## config.mk

```make
export PLATFORM = sky130hd
export DESIGN_NAME = mem_ctrl_top
export DESIGN_NICKNAME = d
export VERILOG_FILES = /design/src/hdl/gat_mem_cfg_pkg.sv /design/src/hdl/gat_mem_types_pkg.sv /design/src/hdl/feat_store.sv /design/src/hdl/h_store.sv /design/src/hdl/mem_ctrl_top.sv /design/src/hdl/ram_1r1w.sv /design/src/hdl/read_merge.sv
export SDC_FILE = /design/constraint.sdc
export NUM_CORES = 2
export LEC_CHECK = 0
export BUFFER_PORTS_ARGS = -buffer_cell sky130_fd_sc_hd__buf_4
export CAP_MARGIN = 25
export CELL_PAD_IN_SITES_DETAIL_PLACEMENT = 1
export CELL_PAD_IN_SITES_GLOBAL_PLACEMENT = 2
export CORE_ASPECT_RATIO = 1.5
export CORE_MARGIN = 1.5
export CORE_UTILIZATION = 40
export CTS_BUF_LIST = sky130_fd_sc_hd__clkbuf_16
export CTS_CLUSTER_DIAMETER = 100
export DETAILED_ROUTE_END_ITERATION = 10
export PLACE_DENSITY = 0.62
export SYNTH_ARGS = -nofsm -noshare
export SYNTH_HDL_FRONTEND = slang
export SYNTH_SLANG_ARGS = --single-unit
```

## constraint.sdc

```tcl
create_clock -name clk -period 8.81 [get_ports clk]
set_input_delay 1.762 -clock clk [delete_from_list [all_inputs] [get_ports clk]]
set_output_delay 1.762 -clock clk [all_outputs]
set_load 0.05 [all_outputs]
```

## src/hdl/gat_mem_cfg_pkg.sv

```systemverilog
// GAT memory system configuration
// Depths, field widths and address widths shared by the on-chip
// memories and the read path. Sizes are at simulation scale.

package gat_mem_cfg_pkg;

  // ====================================================================
  // Feature and graph sizes
  // ====================================================================
  localparam int DATA_WIDTH       = 8;
  localparam int NUM_FEATURE_IN   = 16;
  localparam int MAX_NODES        = 8;

  // Sparse H entry fields
  localparam int COL_IDX_WIDTH    = $clog2(NUM_FEATURE_IN);
  localparam int H_ENTRY_W        = DATA_WIDTH + COL_IDX_WIDTH;

  // Node info fields, flag is a single bit
  localparam int NUM_NODE_WIDTH   = $clog2(MAX_NODES);
  localparam int ROW_LEN_WIDTH    = $clog2(NUM_FEATURE_IN);
  localparam int NODE_INFO_W      = ROW_LEN_WIDTH + NUM_NODE_WIDTH + 1;

  // ====================================================================
  // Memory depths and address widths
  // ====================================================================
  localparam int H_DATA_DEPTH     = 64;
  localparam int H_DATA_ADDR_W    = $clog2(H_DATA_DEPTH);
  localparam int NODE_INFO_DEPTH  = 16;
  localparam int NODE_INFO_ADDR_W = $clog2(NODE_INFO_DEPTH);
  localparam int FEAT_DEPTH       = 32;
  localparam int FEAT_ADDR_W      = $clog2(FEAT_DEPTH);
  localparam int FEAT_WIDTH       = 32;

  // Read stream, address sized for the widest memory
  localparam int RD_WORD_W        = 32;
  localparam int RD_ADDR_W        =
    (H_DATA_ADDR_W >= NODE_INFO_ADDR_W && H_DATA_ADDR_W >= FEAT_ADDR_W) ? H_DATA_ADDR_W :
    (NODE_INFO_ADDR_W >= FEAT_ADDR_W) ? NODE_INFO_ADDR_W : FEAT_ADDR_W;

endpackage

```

## src/hdl/gat_mem_types_pkg.sv

```systemverilog
// GAT memory system types
// Write port structs, read request and response structs, the target
// encoding and the response word with its three decoded views.

package gat_mem_types_pkg;
  import gat_mem_cfg_pkg::*;

  // One sparse H entry, zero padded up to a response word
  typedef struct packed {
    logic [RD_WORD_W-H_ENTRY_W-1:0] pad;
    logic [DATA_WIDTH-1:0]          value;
    logic [COL_IDX_WIDTH-1:0]       col_idx;
  } h_entry_t;

  // Per-node information word
  typedef struct packed {
    logic [RD_WORD_W-NODE_INFO_W-1:0] pad;
    logic [ROW_LEN_WIDTH-1:0]         row_len;
    logic [NUM_NODE_WIDTH-1:0]        num_node;
    logic                             flag;
  } node_info_t;

  // Same response word seen as H entry, node info or raw feature
  typedef union packed {
    h_entry_t             h;
    node_info_t           node;
    logic [RD_WORD_W-1:0] feat;
  } rd_word_u;

  typedef enum logic [1:0] {
    H_DATA    = 2'd0,
    NODE_INFO = 2'd1,
    FEAT      = 2'd2
  } rd_target_e;

  // ====================================================================
  // Write ports
  // ====================================================================
  typedef struct packed {
    logic                     en;
    logic [H_DATA_ADDR_W-1:0] addr;
    h_entry_t                 entry;
  } h_wr_t;

  typedef struct packed {
    logic                        en;
    logic [NODE_INFO_ADDR_W-1:0] addr;
    node_info_t                  info;
  } node_wr_t;

  typedef struct packed {
    logic                   en;
    logic [FEAT_ADDR_W-1:0] addr;
    logic [FEAT_WIDTH-1:0]  data;
  } feat_wr_t;

  // ====================================================================
  // Read stream
  // ====================================================================
  typedef struct packed {
    rd_target_e             target;
    logic [RD_ADDR_W-1:0]   addr;
  } rd_req_t;

  typedef struct packed {
    rd_target_e target;
    rd_word_u   word;
  } rd_rsp_t;

endpackage

```

## src/hdl/feat_store.sv

```systemverilog
// Feature store
// New-feature memory that a layer writes its results into. The conv1
// engine owns the write port in layer 0, the conv2 engine in layer 1.

`timescale 1ns/100ps

module feat_store
  import gat_mem_cfg_pkg::*, gat_mem_types_pkg::*;
(
  input  logic                   clk,
  input  logic                   gat_layer,
  input  feat_wr_t               conv1_feat_wr,
  input  feat_wr_t               conv2_feat_wr,
  input  logic                   feat_rd_en,
  input  logic [FEAT_ADDR_W-1:0] feat_rd_addr,
  output logic [FEAT_WIDTH-1:0]  feat_rd_data
);

  feat_wr_t feat_wr;

  // Inactive engine's writes are dropped
  assign feat_wr = gat_layer ? conv2_feat_wr : conv1_feat_wr;

  ram_1r1w #(
    .WIDTH (FEAT_WIDTH),
    .DEPTH (FEAT_DEPTH)
  ) u_feat_ram (
    .clk   (clk),
    .we    (feat_wr.en),
    .waddr (feat_wr.addr),
    .wdata (feat_wr.data),
    .re    (feat_rd_en),
    .raddr (feat_rd_addr),
    .rdata (feat_rd_data)
  );

endmodule

```

## src/hdl/h_store.sv

```systemverilog
// H store
// Sparse H data memory and node-info memory. H data is written by the
// feature writeback path while layer 0 runs with new features ready,
// and by the processor load port at all other times.

`timescale 1ns/100ps

module h_store
  import gat_mem_cfg_pkg::*, gat_mem_types_pkg::*;
(
  input  logic                        clk,
  input  logic                        gat_layer,
  input  logic                        new_feat_rdy,
  input  h_wr_t                       ps_h_wr,
  input  h_wr_t                       fb_h_wr,
  input  node_wr_t                    ps_node_wr,
  input  logic                        h_rd_en,
  input  logic [H_DATA_ADDR_W-1:0]    h_rd_addr,
  input  logic                        node_rd_en,
  input  logic [NODE_INFO_ADDR_W-1:0] node_rd_addr,
  output h_entry_t                    h_rd_data,
  output node_info_t                  node_rd_data
);

  h_wr_t                  h_wr;
  logic [H_ENTRY_W-1:0]   h_raw;
  logic [NODE_INFO_W-1:0] node_raw;

  // Writeback owns the H port only in layer 0 with new features ready
  assign h_wr = (!gat_layer && new_feat_rdy) ? fb_h_wr : ps_h_wr;

  // ====================================================================
  // Memories, only the live fields are stored
  // ====================================================================
  ram_1r1w #(
    .WIDTH (H_ENTRY_W),
    .DEPTH (H_DATA_DEPTH)
  ) u_h_data_ram (
    .clk   (clk),
    .we    (h_wr.en),
    .waddr (h_wr.addr),
    .wdata ({h_wr.entry.value, h_wr.entry.col_idx}),
    .re    (h_rd_en),
    .raddr (h_rd_addr),
    .rdata (h_raw)
  );

  ram_1r1w #(
    .WIDTH (NODE_INFO_W),
    .DEPTH (NODE_INFO_DEPTH)
  ) u_node_info_ram (
    .clk   (clk),
    .we    (ps_node_wr.en),
    .waddr (ps_node_wr.addr),
    .wdata ({ps_node_wr.info.row_len, ps_node_wr.info.num_node, ps_node_wr.info.flag}),
    .re    (node_rd_en),
    .raddr (node_rd_addr),
    .rdata (node_raw)
  );

  // Rebuild the padded words, pad bits read as zero
  always_comb begin
    h_rd_data         = '0;
    h_rd_data.value   = h_raw[H_ENTRY_W-1 -: DATA_WIDTH];
    h_rd_data.col_idx = h_raw[COL_IDX_WIDTH-1:0];

    node_rd_data          = '0;
    node_rd_data.row_len  = node_raw[NODE_INFO_W-1 -: ROW_LEN_WIDTH];
    node_rd_data.num_node = node_raw[NUM_NODE_WIDTH:1];
    node_rd_data.flag     = node_raw[0];
  end

endmodule

```

## src/hdl/mem_ctrl_top.sv

```systemverilog
// GAT memory controller top
// H data and node-info store, new-feature store and the read merge
// that serves all reads through one request and response stream.

`timescale 1ns/100ps

module mem_ctrl_top
  import gat_mem_cfg_pkg::*, gat_mem_types_pkg::*;
(
  input  logic     clk,
  input  logic     rst_n,
  input  logic     gat_layer,
  input  logic     new_feat_rdy,
  input  h_wr_t    ps_h_wr,
  input  h_wr_t    fb_h_wr,
  input  node_wr_t ps_node_wr,
  input  feat_wr_t conv1_feat_wr,
  input  feat_wr_t conv2_feat_wr,
  input  logic     req_valid,
  output logic     req_ready,
  input  rd_req_t  req,
  output logic     rsp_valid,
  input  logic     rsp_ready,
  output rd_rsp_t  rsp
);

  logic                        h_rd_en;
  logic [H_DATA_ADDR_W-1:0]    h_rd_addr;
  h_entry_t                    h_rd_data;
  logic                        node_rd_en;
  logic [NODE_INFO_ADDR_W-1:0] node_rd_addr;
  node_info_t                  node_rd_data;
  logic                        feat_rd_en;
  logic [FEAT_ADDR_W-1:0]      feat_rd_addr;
  logic [FEAT_WIDTH-1:0]       feat_rd_data;

  // ====================================================================
  // Stores
  // ====================================================================
  h_store u_h_store (
    .clk          (clk),
    .gat_layer    (gat_layer),
    .new_feat_rdy (new_feat_rdy),
    .ps_h_wr      (ps_h_wr),
    .fb_h_wr      (fb_h_wr),
    .ps_node_wr   (ps_node_wr),
    .h_rd_en      (h_rd_en),
    .h_rd_addr    (h_rd_addr),
    .node_rd_en   (node_rd_en),
    .node_rd_addr (node_rd_addr),
    .h_rd_data    (h_rd_data),
    .node_rd_data (node_rd_data)
  );

  feat_store u_feat_store (
    .clk           (clk),
    .gat_layer     (gat_layer),
    .conv1_feat_wr (conv1_feat_wr),
    .conv2_feat_wr (conv2_feat_wr),
    .feat_rd_en    (feat_rd_en),
    .feat_rd_addr  (feat_rd_addr),
    .feat_rd_data  (feat_rd_data)
  );

  // Read path
  read_merge u_read_merge (
    .clk          (clk),
    .rst_n        (rst_n),
    .req_valid    (req_valid),
    .req_ready    (req_ready),
    .req          (req),
    .rsp_valid    (rsp_valid),
    .rsp_ready    (rsp_ready),
    .rsp          (rsp),
    .h_rd_en      (h_rd_en),
    .h_rd_addr    (h_rd_addr),
    .node_rd_en   (node_rd_en),
    .node_rd_addr (node_rd_addr),
    .feat_rd_en   (feat_rd_en),
    .feat_rd_addr (feat_rd_addr),
    .h_rd_data    (h_rd_data),
    .node_rd_data (node_rd_data),
    .feat_rd_data (feat_rd_data)
  );

endmodule

```

## src/hdl/ram_1r1w.sv

```systemverilog
// Generic synchronous memory
// One write port and one registered read port. A read and a write to
// the same address at one edge return the old contents. The read
// register holds its value while re is low.

`timescale 1ns/100ps

module ram_1r1w #(
  parameter int WIDTH = 32,
  parameter int DEPTH = 16
) (
  input  logic                     clk,
  input  logic                     we,
  input  logic [$clog2(DEPTH)-1:0] waddr,
  input  logic [WIDTH-1:0]         wdata,
  input  logic                     re,
  input  logic [$clog2(DEPTH)-1:0] raddr,
  output logic [WIDTH-1:0]         rdata
);

  logic [WIDTH-1:0] mem [DEPTH];

  // Nonblocking read sees the array before this edge's write
  always_ff @(posedge clk) begin
    if (we) begin
      mem[waddr] <= wdata;
    end
    if (re) begin
      rdata <= mem[raddr];
    end
  end

endmodule

```

## src/hdl/read_merge.sv

```systemverilog
// Read merge
// Takes one valid/ready request stream, sends each request to its
// target memory and returns the data as one tagged response stream.
// The accepting edge reads the memory, the next edge loads the output
// register. Both stages stall together under back-pressure.

`timescale 1ns/100ps

module read_merge
  import gat_mem_cfg_pkg::*, gat_mem_types_pkg::*;
(
  input  logic                        clk,
  input  logic                        rst_n,
  input  logic                        req_valid,
  output logic                        req_ready,
  input  rd_req_t                     req,
  output logic                        rsp_valid,
  input  logic                        rsp_ready,
  output rd_rsp_t                     rsp,
  output logic                        h_rd_en,
  output logic [H_DATA_ADDR_W-1:0]    h_rd_addr,
  output logic                        node_rd_en,
  output logic [NODE_INFO_ADDR_W-1:0] node_rd_addr,
  output logic                        feat_rd_en,
  output logic [FEAT_ADDR_W-1:0]      feat_rd_addr,
  input  h_entry_t                    h_rd_data,
  input  node_info_t                  node_rd_data,
  input  logic [FEAT_WIDTH-1:0]       feat_rd_data
);

  logic       req_fire;
  logic       m_valid;
  rd_target_e m_target;
  rd_word_u   rsp_word;

  // ====================================================================
  // Dispatch
  // ====================================================================
  // Whole pipeline moves whenever the output stage can drain
  assign req_ready = !rsp_valid || rsp_ready;
  assign req_fire  = req_valid && req_ready;

  assign h_rd_en    = req_fire && (req.target == H_DATA);
  assign node_rd_en = req_fire && (req.target == NODE_INFO);
  assign feat_rd_en = req_fire && (req.target == FEAT);

  assign h_rd_addr    = req.addr[H_DATA_ADDR_W-1:0];
  assign node_rd_addr = req.addr[NODE_INFO_ADDR_W-1:0];
  assign feat_rd_addr = req.addr[FEAT_ADDR_W-1:0];

  // ====================================================================
  // Memory stage and output stage
  // ====================================================================
  // Pick the view of the returning memory
  always_comb begin
    rsp_word = '0;
    case (m_target)
      H_DATA:    rsp_word.h    = h_rd_data;
      NODE_INFO: rsp_word.node = node_rd_data;
      FEAT:      rsp_word.feat = feat_rd_data;
      default:   rsp_word      = '0;
    endcase
  end

  always_ff @(posedge clk or negedge rst_n) begin
    if (!rst_n) begin
      m_valid   <= 1'b0;
      rsp_valid <= 1'b0;
    end else if (req_ready) begin
      m_valid   <= req_fire;
      rsp_valid <= m_valid;
    end
  end

  // Memory read data holds while stalled, since no new read is issued
  always_ff @(posedge clk) begin
    if (req_fire) begin
      m_target <= req.target;
    end
    if (req_ready && m_valid) begin
      rsp.target <= m_target;
      rsp.word   <= rsp_word;
    end
  end

endmodule

```

* Yosys cells after proc, flatten, opt, wreduce, memory -nomap -nowiden
Memory sizes are Yosys's and may differ from the RTL's. A register that Yosys moved wholly into a read port is not among the register bits.
Cells that the tools add are included.
** Word-level totals
- ROM bits :: 0
- Latch bits :: 0
- Bits in writable memories :: 1920
- Memories kept :: 3
- Bits in registers :: 38
- Input port bits :: 205
** Memory list
- u_feat_store.u_feat_ram.mem :: words 32, bits a word 32, rd ports 1, clocked after memory_dff 1, wr ports 1, RTL line ram_1r1w.sv:21 : logic [WIDTH-1:0] mem [DEPTH];
- u_h_store.u_h_data_ram.mem :: words 64, bits a word 12, rd ports 1, clocked after memory_dff 1, wr ports 1, RTL line ram_1r1w.sv:21
- u_h_store.u_node_info_ram.mem :: words 16, bits a word 8, rd ports 1, clocked after memory_dff 1, wr ports 1, RTL line ram_1r1w.sv:21
** Cells by class
- Shifts and indexed selects :: 0
- Eq/ne operators :: 4
- Magnitude comparators :: 0
- Mux-type cells :: 9
- Divide/modulo/power cells :: 0
- Reduce and logical (&&, ||, !) cells :: 11
- $add $sub $neg :: 0
- Multiply operators :: 0
- Bitwise operators :: 0
** Operator list (number)
- one-hot mux 32 bit (3 select lines) :: 1
- 2-to-1 mux 39 bit :: 1
- 2-to-1 mux 38 bit :: 1
- logical AND 1 bit :: 6
- 2-to-1 mux 1 bit :: 6
- == test 2 x 1 -> 1 bit (second input constant) :: 2
- == test 2 bit (second input constant) :: 2
- zero test 2 bit :: 2
- zero test 1 bit :: 2
- logical OR 1 bit :: 1

* Longest topological paths before layout
- Depth in word-level cells :: 5
- Gate-level depth with buffers :: 9
- Depth with buffers taken out :: 5

* Hierarchy
Synthesis repeated with hierarchy kept, for this count alone.
** Unflattened totals
- Cell total of the unflattened synthesis :: 4076
- Area total of the unflattened synthesis :: 79279.8 µm²
** Modules (own cells, without submodules)
- ram_1r1w (u_feat_store.u_feat_ram) :: area each 40805.4 µm², instances 1, cells an instance 2260
- ram_1r1w (u_h_store.u_h_data_ram) :: area each 29971.2 µm², instances 1, cells an instance 1339
- ram_1r1w (u_h_store.u_node_info_ram) :: area each 5227.5 µm², instances 1, cells an instance 229
- read_merge :: area each 2103.3 µm², instances 1, cells an instance 139
- h_store :: area each 630.6 µm², instances 1, cells an instance 67
- feat_store :: area each 541.8 µm², instances 1, cells an instance 42

* Least setup slack after synthesis
OpenSTA, ideal clock, no wires.
- Path type :: input port to flip-flop
- Start :: input rsp_ready
- End :: register u_feat_store.u_feat_ram.rdata[0] (read register of u_feat_store.u_feat_ram.mem), enable pin
- Setup time :: 468 ps
- Data arrival time :: 4875 ps
- Setup slack :: 3467 ps
- Stages :: 3
- Path through :: nand2b_1 -> nand2_1 -> nor3b_1
** Between the ends
- Longest elaborated chain between the ends :: 3
** RTL lines
- start, declared :: RTL line mem_ctrl_top.sv:23 : input logic rsp_ready,
- logical OR 1 bit :: RTL line read_merge.sv:40 : assign req_ready = !rsp_valid || rsp_ready;
- logical AND 1 bit :: RTL line read_merge.sv:41 : assign req_fire = req_valid && req_ready;
- logical AND 1 bit :: RTL line read_merge.sv:45 : assign feat_rd_en = req_fire && (req.target == FEAT);
- via feat_rd_en :: RTL line mem_ctrl_top.sv:33 : logic feat_rd_en;
- end, declared :: RTL line ram_1r1w.sv:18 : output logic [WIDTH-1:0] rdata
The timed path passes the listed nets, and every way through them passes these cells.
A chain may end at the register's enable or synchronous reset.

==> results.md <==
* Worst endpoint required time at 9340 ps
* Tmin final at 4510 ps
* Max FO, Critical Path at 41
* FF-to-FF path depth at 5
* Pwr dens at 225 nW/um2
* Largest family of logic cells by synthesized area: multiplexers
* Buf/Inv on CP at 2
* Worst-margin pin slew at 1020 ps
* First-pass GRT wire length at 287 mm
* CP Class: in2reg
* Via count at 35.5k
* Port bufs at 176
* Max frequency at 222 MHz
* Die area at 196000 um2
* Post-detail-place hpwl at 114 mm
* Met1 wire length at 77.2 mm
* Starting Density at 40.2%
* Syn Area/Cell at 23.3 um2
* Initial DRC count at 2997
* Chip height at 541 um
* DRT Pass-1 Iters at 8
* Mux contribution to synthesized area at 17.7%
* Pin count of the biggest net entering global routing at 128
* Post-Synth Adder-Cell Area at 0%
* CTS tree: done
* Status: completed
* Die width at 362 um
* Yosys top cell by area: edfxtp_1
* Global route total overflow at 0
* Met3 WL post-DR at 7.90 mm
* Xor/xnor share of the synthesized area at 0%
* Worst Setup End Kind: flop
* Compound-Gate Fraction of Synth Area at 1.22%
* Endpoints failing hold at 0
* Core area at 192000 um2
* Slew margin rel. at 30.0%
* Synth cell types at 39
* Fin Setup TNS at 0 ps
* Setup violations, final at 0
* CP Cell Sequence: buf_6, buf_4, nor2b_1, nand2_1, o22ai_1, nor2_1, a32o_1
* Clk root buf: clkbuf_16
* Clock Skews at 40.7 ps
* Syn-to-layout area delta at 14.3%
* Seq/Total Area, Yosys at 78.2%
* Rows at 197
* Ranking of synthesized cells by area: edfxtp_1 (78%), mux4_2 (16%), mux2_2 (1.1%)
* Wirelength per Cell at 31.8 um
* Yosys warnings at 0
* WL met2 at 108 mm
* Top cell type's share of synthesized area at 78.1%
* Number of synthesized flops with an enable pin at 2008
* Clock buffer depth at 4
* Leak pwr at 27.5 nW
* Post-synthesis cell count at 3311
* H-tree depth at 4
* Max layer used: met4
* Initial antenna violation count at 4
* Post-Route WL at 200 mm
* Hold Crit Depth at 2
* CP max stage cell: buf_4
* GP Congestion at 0.781
* CP Depth at 7
* # clock sinks at 2010
* Post-CTS setup buffers at 0
* Simple logic cell fraction of the synthesized area at 1.79%
* Period Utilization, post-route at 51.2%
* Worst min path class: reg2reg
* CP Launch Type: primary input
* Max_cap viols at 0
* Vias in the first global route at 39.3k
* Post-CTS Hold Fix Bufs at 0
* Seq cells post-synth at 2010
* Mapped Nets at 3516
* Final core occ at 46.0%
* Post-route ant nets at 0
* Mapped cell area at 77200 um2
* Peak supply drop at 0.152 mV
* Drc violations at 0
* Max Transition Viols Final at 0
* Io pins at 241
* Total GRT Usage at 20.6%
* RSZ-0062 raised after global routing: no
* Critical Path Max Stage Delay at 780 ps
* Layout Nets at 3871
* Top_reg_cell synth: edfxtp_1
* Total CTS buffers at 194
* Skew-Pair Late Insertion Delay at 830 ps
* Arrival time at the worst endpoint at 5040 ps
* Post-CTS Resized at 0
* Reg clk slew, reported paths at 60 ps
* Routed vias/inst at 5.63
* Delay-heaviest family, CP: simple AND/OR/NAND/NOR gates
* Share of layout cells above drive strength 1 at 33.0%
* Share of flip-flops with an asynchronous set or reset at 0.0995%
-- cells in the final DEF (no fill, tap or decap), types with 4 or more instances in the layout --
cell	instances
a2111oi_0	4
nand3_1	11
nand2b_1	19
mux2i_1	41
nand2_2	12
nor2_1	102
o221a_2	4
buf_12	7
edfxtp_1	2008
nand2_1	83
and2_1	20
nor3_1	15
o21bai_1	4
clkinv_1	40
buf_6	25
mux4_2	552
o32ai_1	11
clkinv_2	26
o22ai_1	44
a21oi_1	16
bufinv_16	11
o21ai_0	33
inv_1	59
a32o_1	13
nor2_4	32
mux2_2	74
buf_4	290
clkbuf_16	197
nand3b_1	6
clkinvlp_4	5
-- metal layers --
metal	vias up	track usage, %
met1	19500	25.3
met5	-	0
met2	905	37.5
li1	14800	-
met4	0	7.09
met3	296	2.48
-- worst reg2reg max path, cell delays in order (launching register included) --
cell	delay [ps]
edfxtp_1	330
mux4_2	250
mux2i_1	110
a2111oi_0	950
buf_4	260
a32o_1	320
-- flip-flops by register name, summed over array words and instances, names as in the netlist --
name / flops
u_read_merge.m_valid: 1
u_read_merge.m_target: 2
u_h_store.u_node_info_ram.rdata: 8
u_h_store.u_node_info_ram.mem: 128
u_feat_store.u_feat_ram.mem: 1024
u_feat_store.u_feat_ram.rdata: 32
u_h_store.u_h_data_ram.rdata: 12
u_read_merge.rsp: 34
u_h_store.u_h_data_ram.mem: 768
u_read_merge.rsp_valid: 1
-- metrics by stage --
| stage | worst slack, ps | total power [W] | hold WS [ps] | instance area [um2] | instances |
|---|---|---|---|---|---|
| CTS | 4180 | 0.0200 | 486 | 88200 | 6289 |
| detailed placement | 3320 | 0.0123 | 471 | 82400 | 5955 |
| floorplan | 3470 | 0.0117 | 424 | 77200 | 3311 |
| global placement | 3230 | 0.0122 | 445 | 82000 | 5908 |
| finish | 4300 | 0.0198 | 483 | 88300 | 6293 |
| global route | 4100 | 0.0204 | 512 | 88300 | 6292 |
-- synth_stat cells, types with 2 or more instances --
| cell | number |
|---|---|
| nor3b_1 | 3 |
| o32ai_1 | 12 |
| edfxtp_1 | 2008 |
| nand3b_1 | 6 |
| o21ai_0 | 33 |
| a32o_1 | 13 |
| dfrtp_1 | 2 |
| o22ai_1 | 44 |
| inv_1 | 9 |
| o221a_2 | 4 |
| nor2b_1 | 4 |
| mux2_2 | 74 |
| mux2i_1 | 41 |
| nor3_1 | 16 |
| buf_4 | 21 |
| o21ai_1 | 2 |
| a21oi_1 | 16 |
| nand3_1 | 11 |
| buf_6 | 3 |
| and2_1 | 21 |
| o21bai_1 | 4 |
| a31o_2 | 2 |
| mux4_2 | 552 |
| o21a_1 | 2 |
| nand2b_1 | 19 |
| or2_2 | 2 |
| buf_1 | 31 |
| nand2_1 | 95 |
| buf_2 | 63 |
| clkbuf_1 | 52 |
| o31ai_1 | 2 |
| nor2_1 | 134 |
| a2111oi_0 | 4 |
-- final timing paths --
kind,start,to,slack (ps)
max reg2reg,u_h_store.u_h_data_ram.mem[8][0]$_DFFE_PP_,u_h_store.u_h_data_ram.rdata[0]$_DFFE_PP_,6370
max,req[3],u_h_store.u_h_data_ram.rdata[6]$_DFFE_PP_,4300
min,u_read_merge.m_valid$_DFFE_PN0N_,u_read_merge.rsp_valid$_DFFE_PN0N_,480
min in group asynchronous,rst_n,u_read_merge.m_valid$_DFFE_PN0N_,740
min reg2reg,u_read_merge.m_valid$_DFFE_PN0N_,u_read_merge.rsp_valid$_DFFE_PN0N_,480
max in group asynchronous,rst_n,u_read_merge.m_valid$_DFFE_PN0N_,7990
-- cell families after synthesis --
kind of cell,count (synthesis)
AOI/OAI and AO/OA,140
buffers and inverters,179
DFF,2010
muxes,667
and+or+nand+nor,315
-- power breakdown --
part | switching (W) | internal, W
clock | 0.00346 | 0.00435
combinational | 0.000777 | 0.000449
sequential | 0.0000439 | 0.0108
-- final cells by class --
class	instances	area [um2]
fillers	17100	104000
flip-flops and latches	2010	60300
multi-input cells	1122	16300
clock buffers	197	4930
well taps	2487	3110
repair buffers	329	2660
clock inverters	137	880
inverters	9	33.8
diodes	2	5.00
Note: power is estimated with default switching activity, not from simulation.
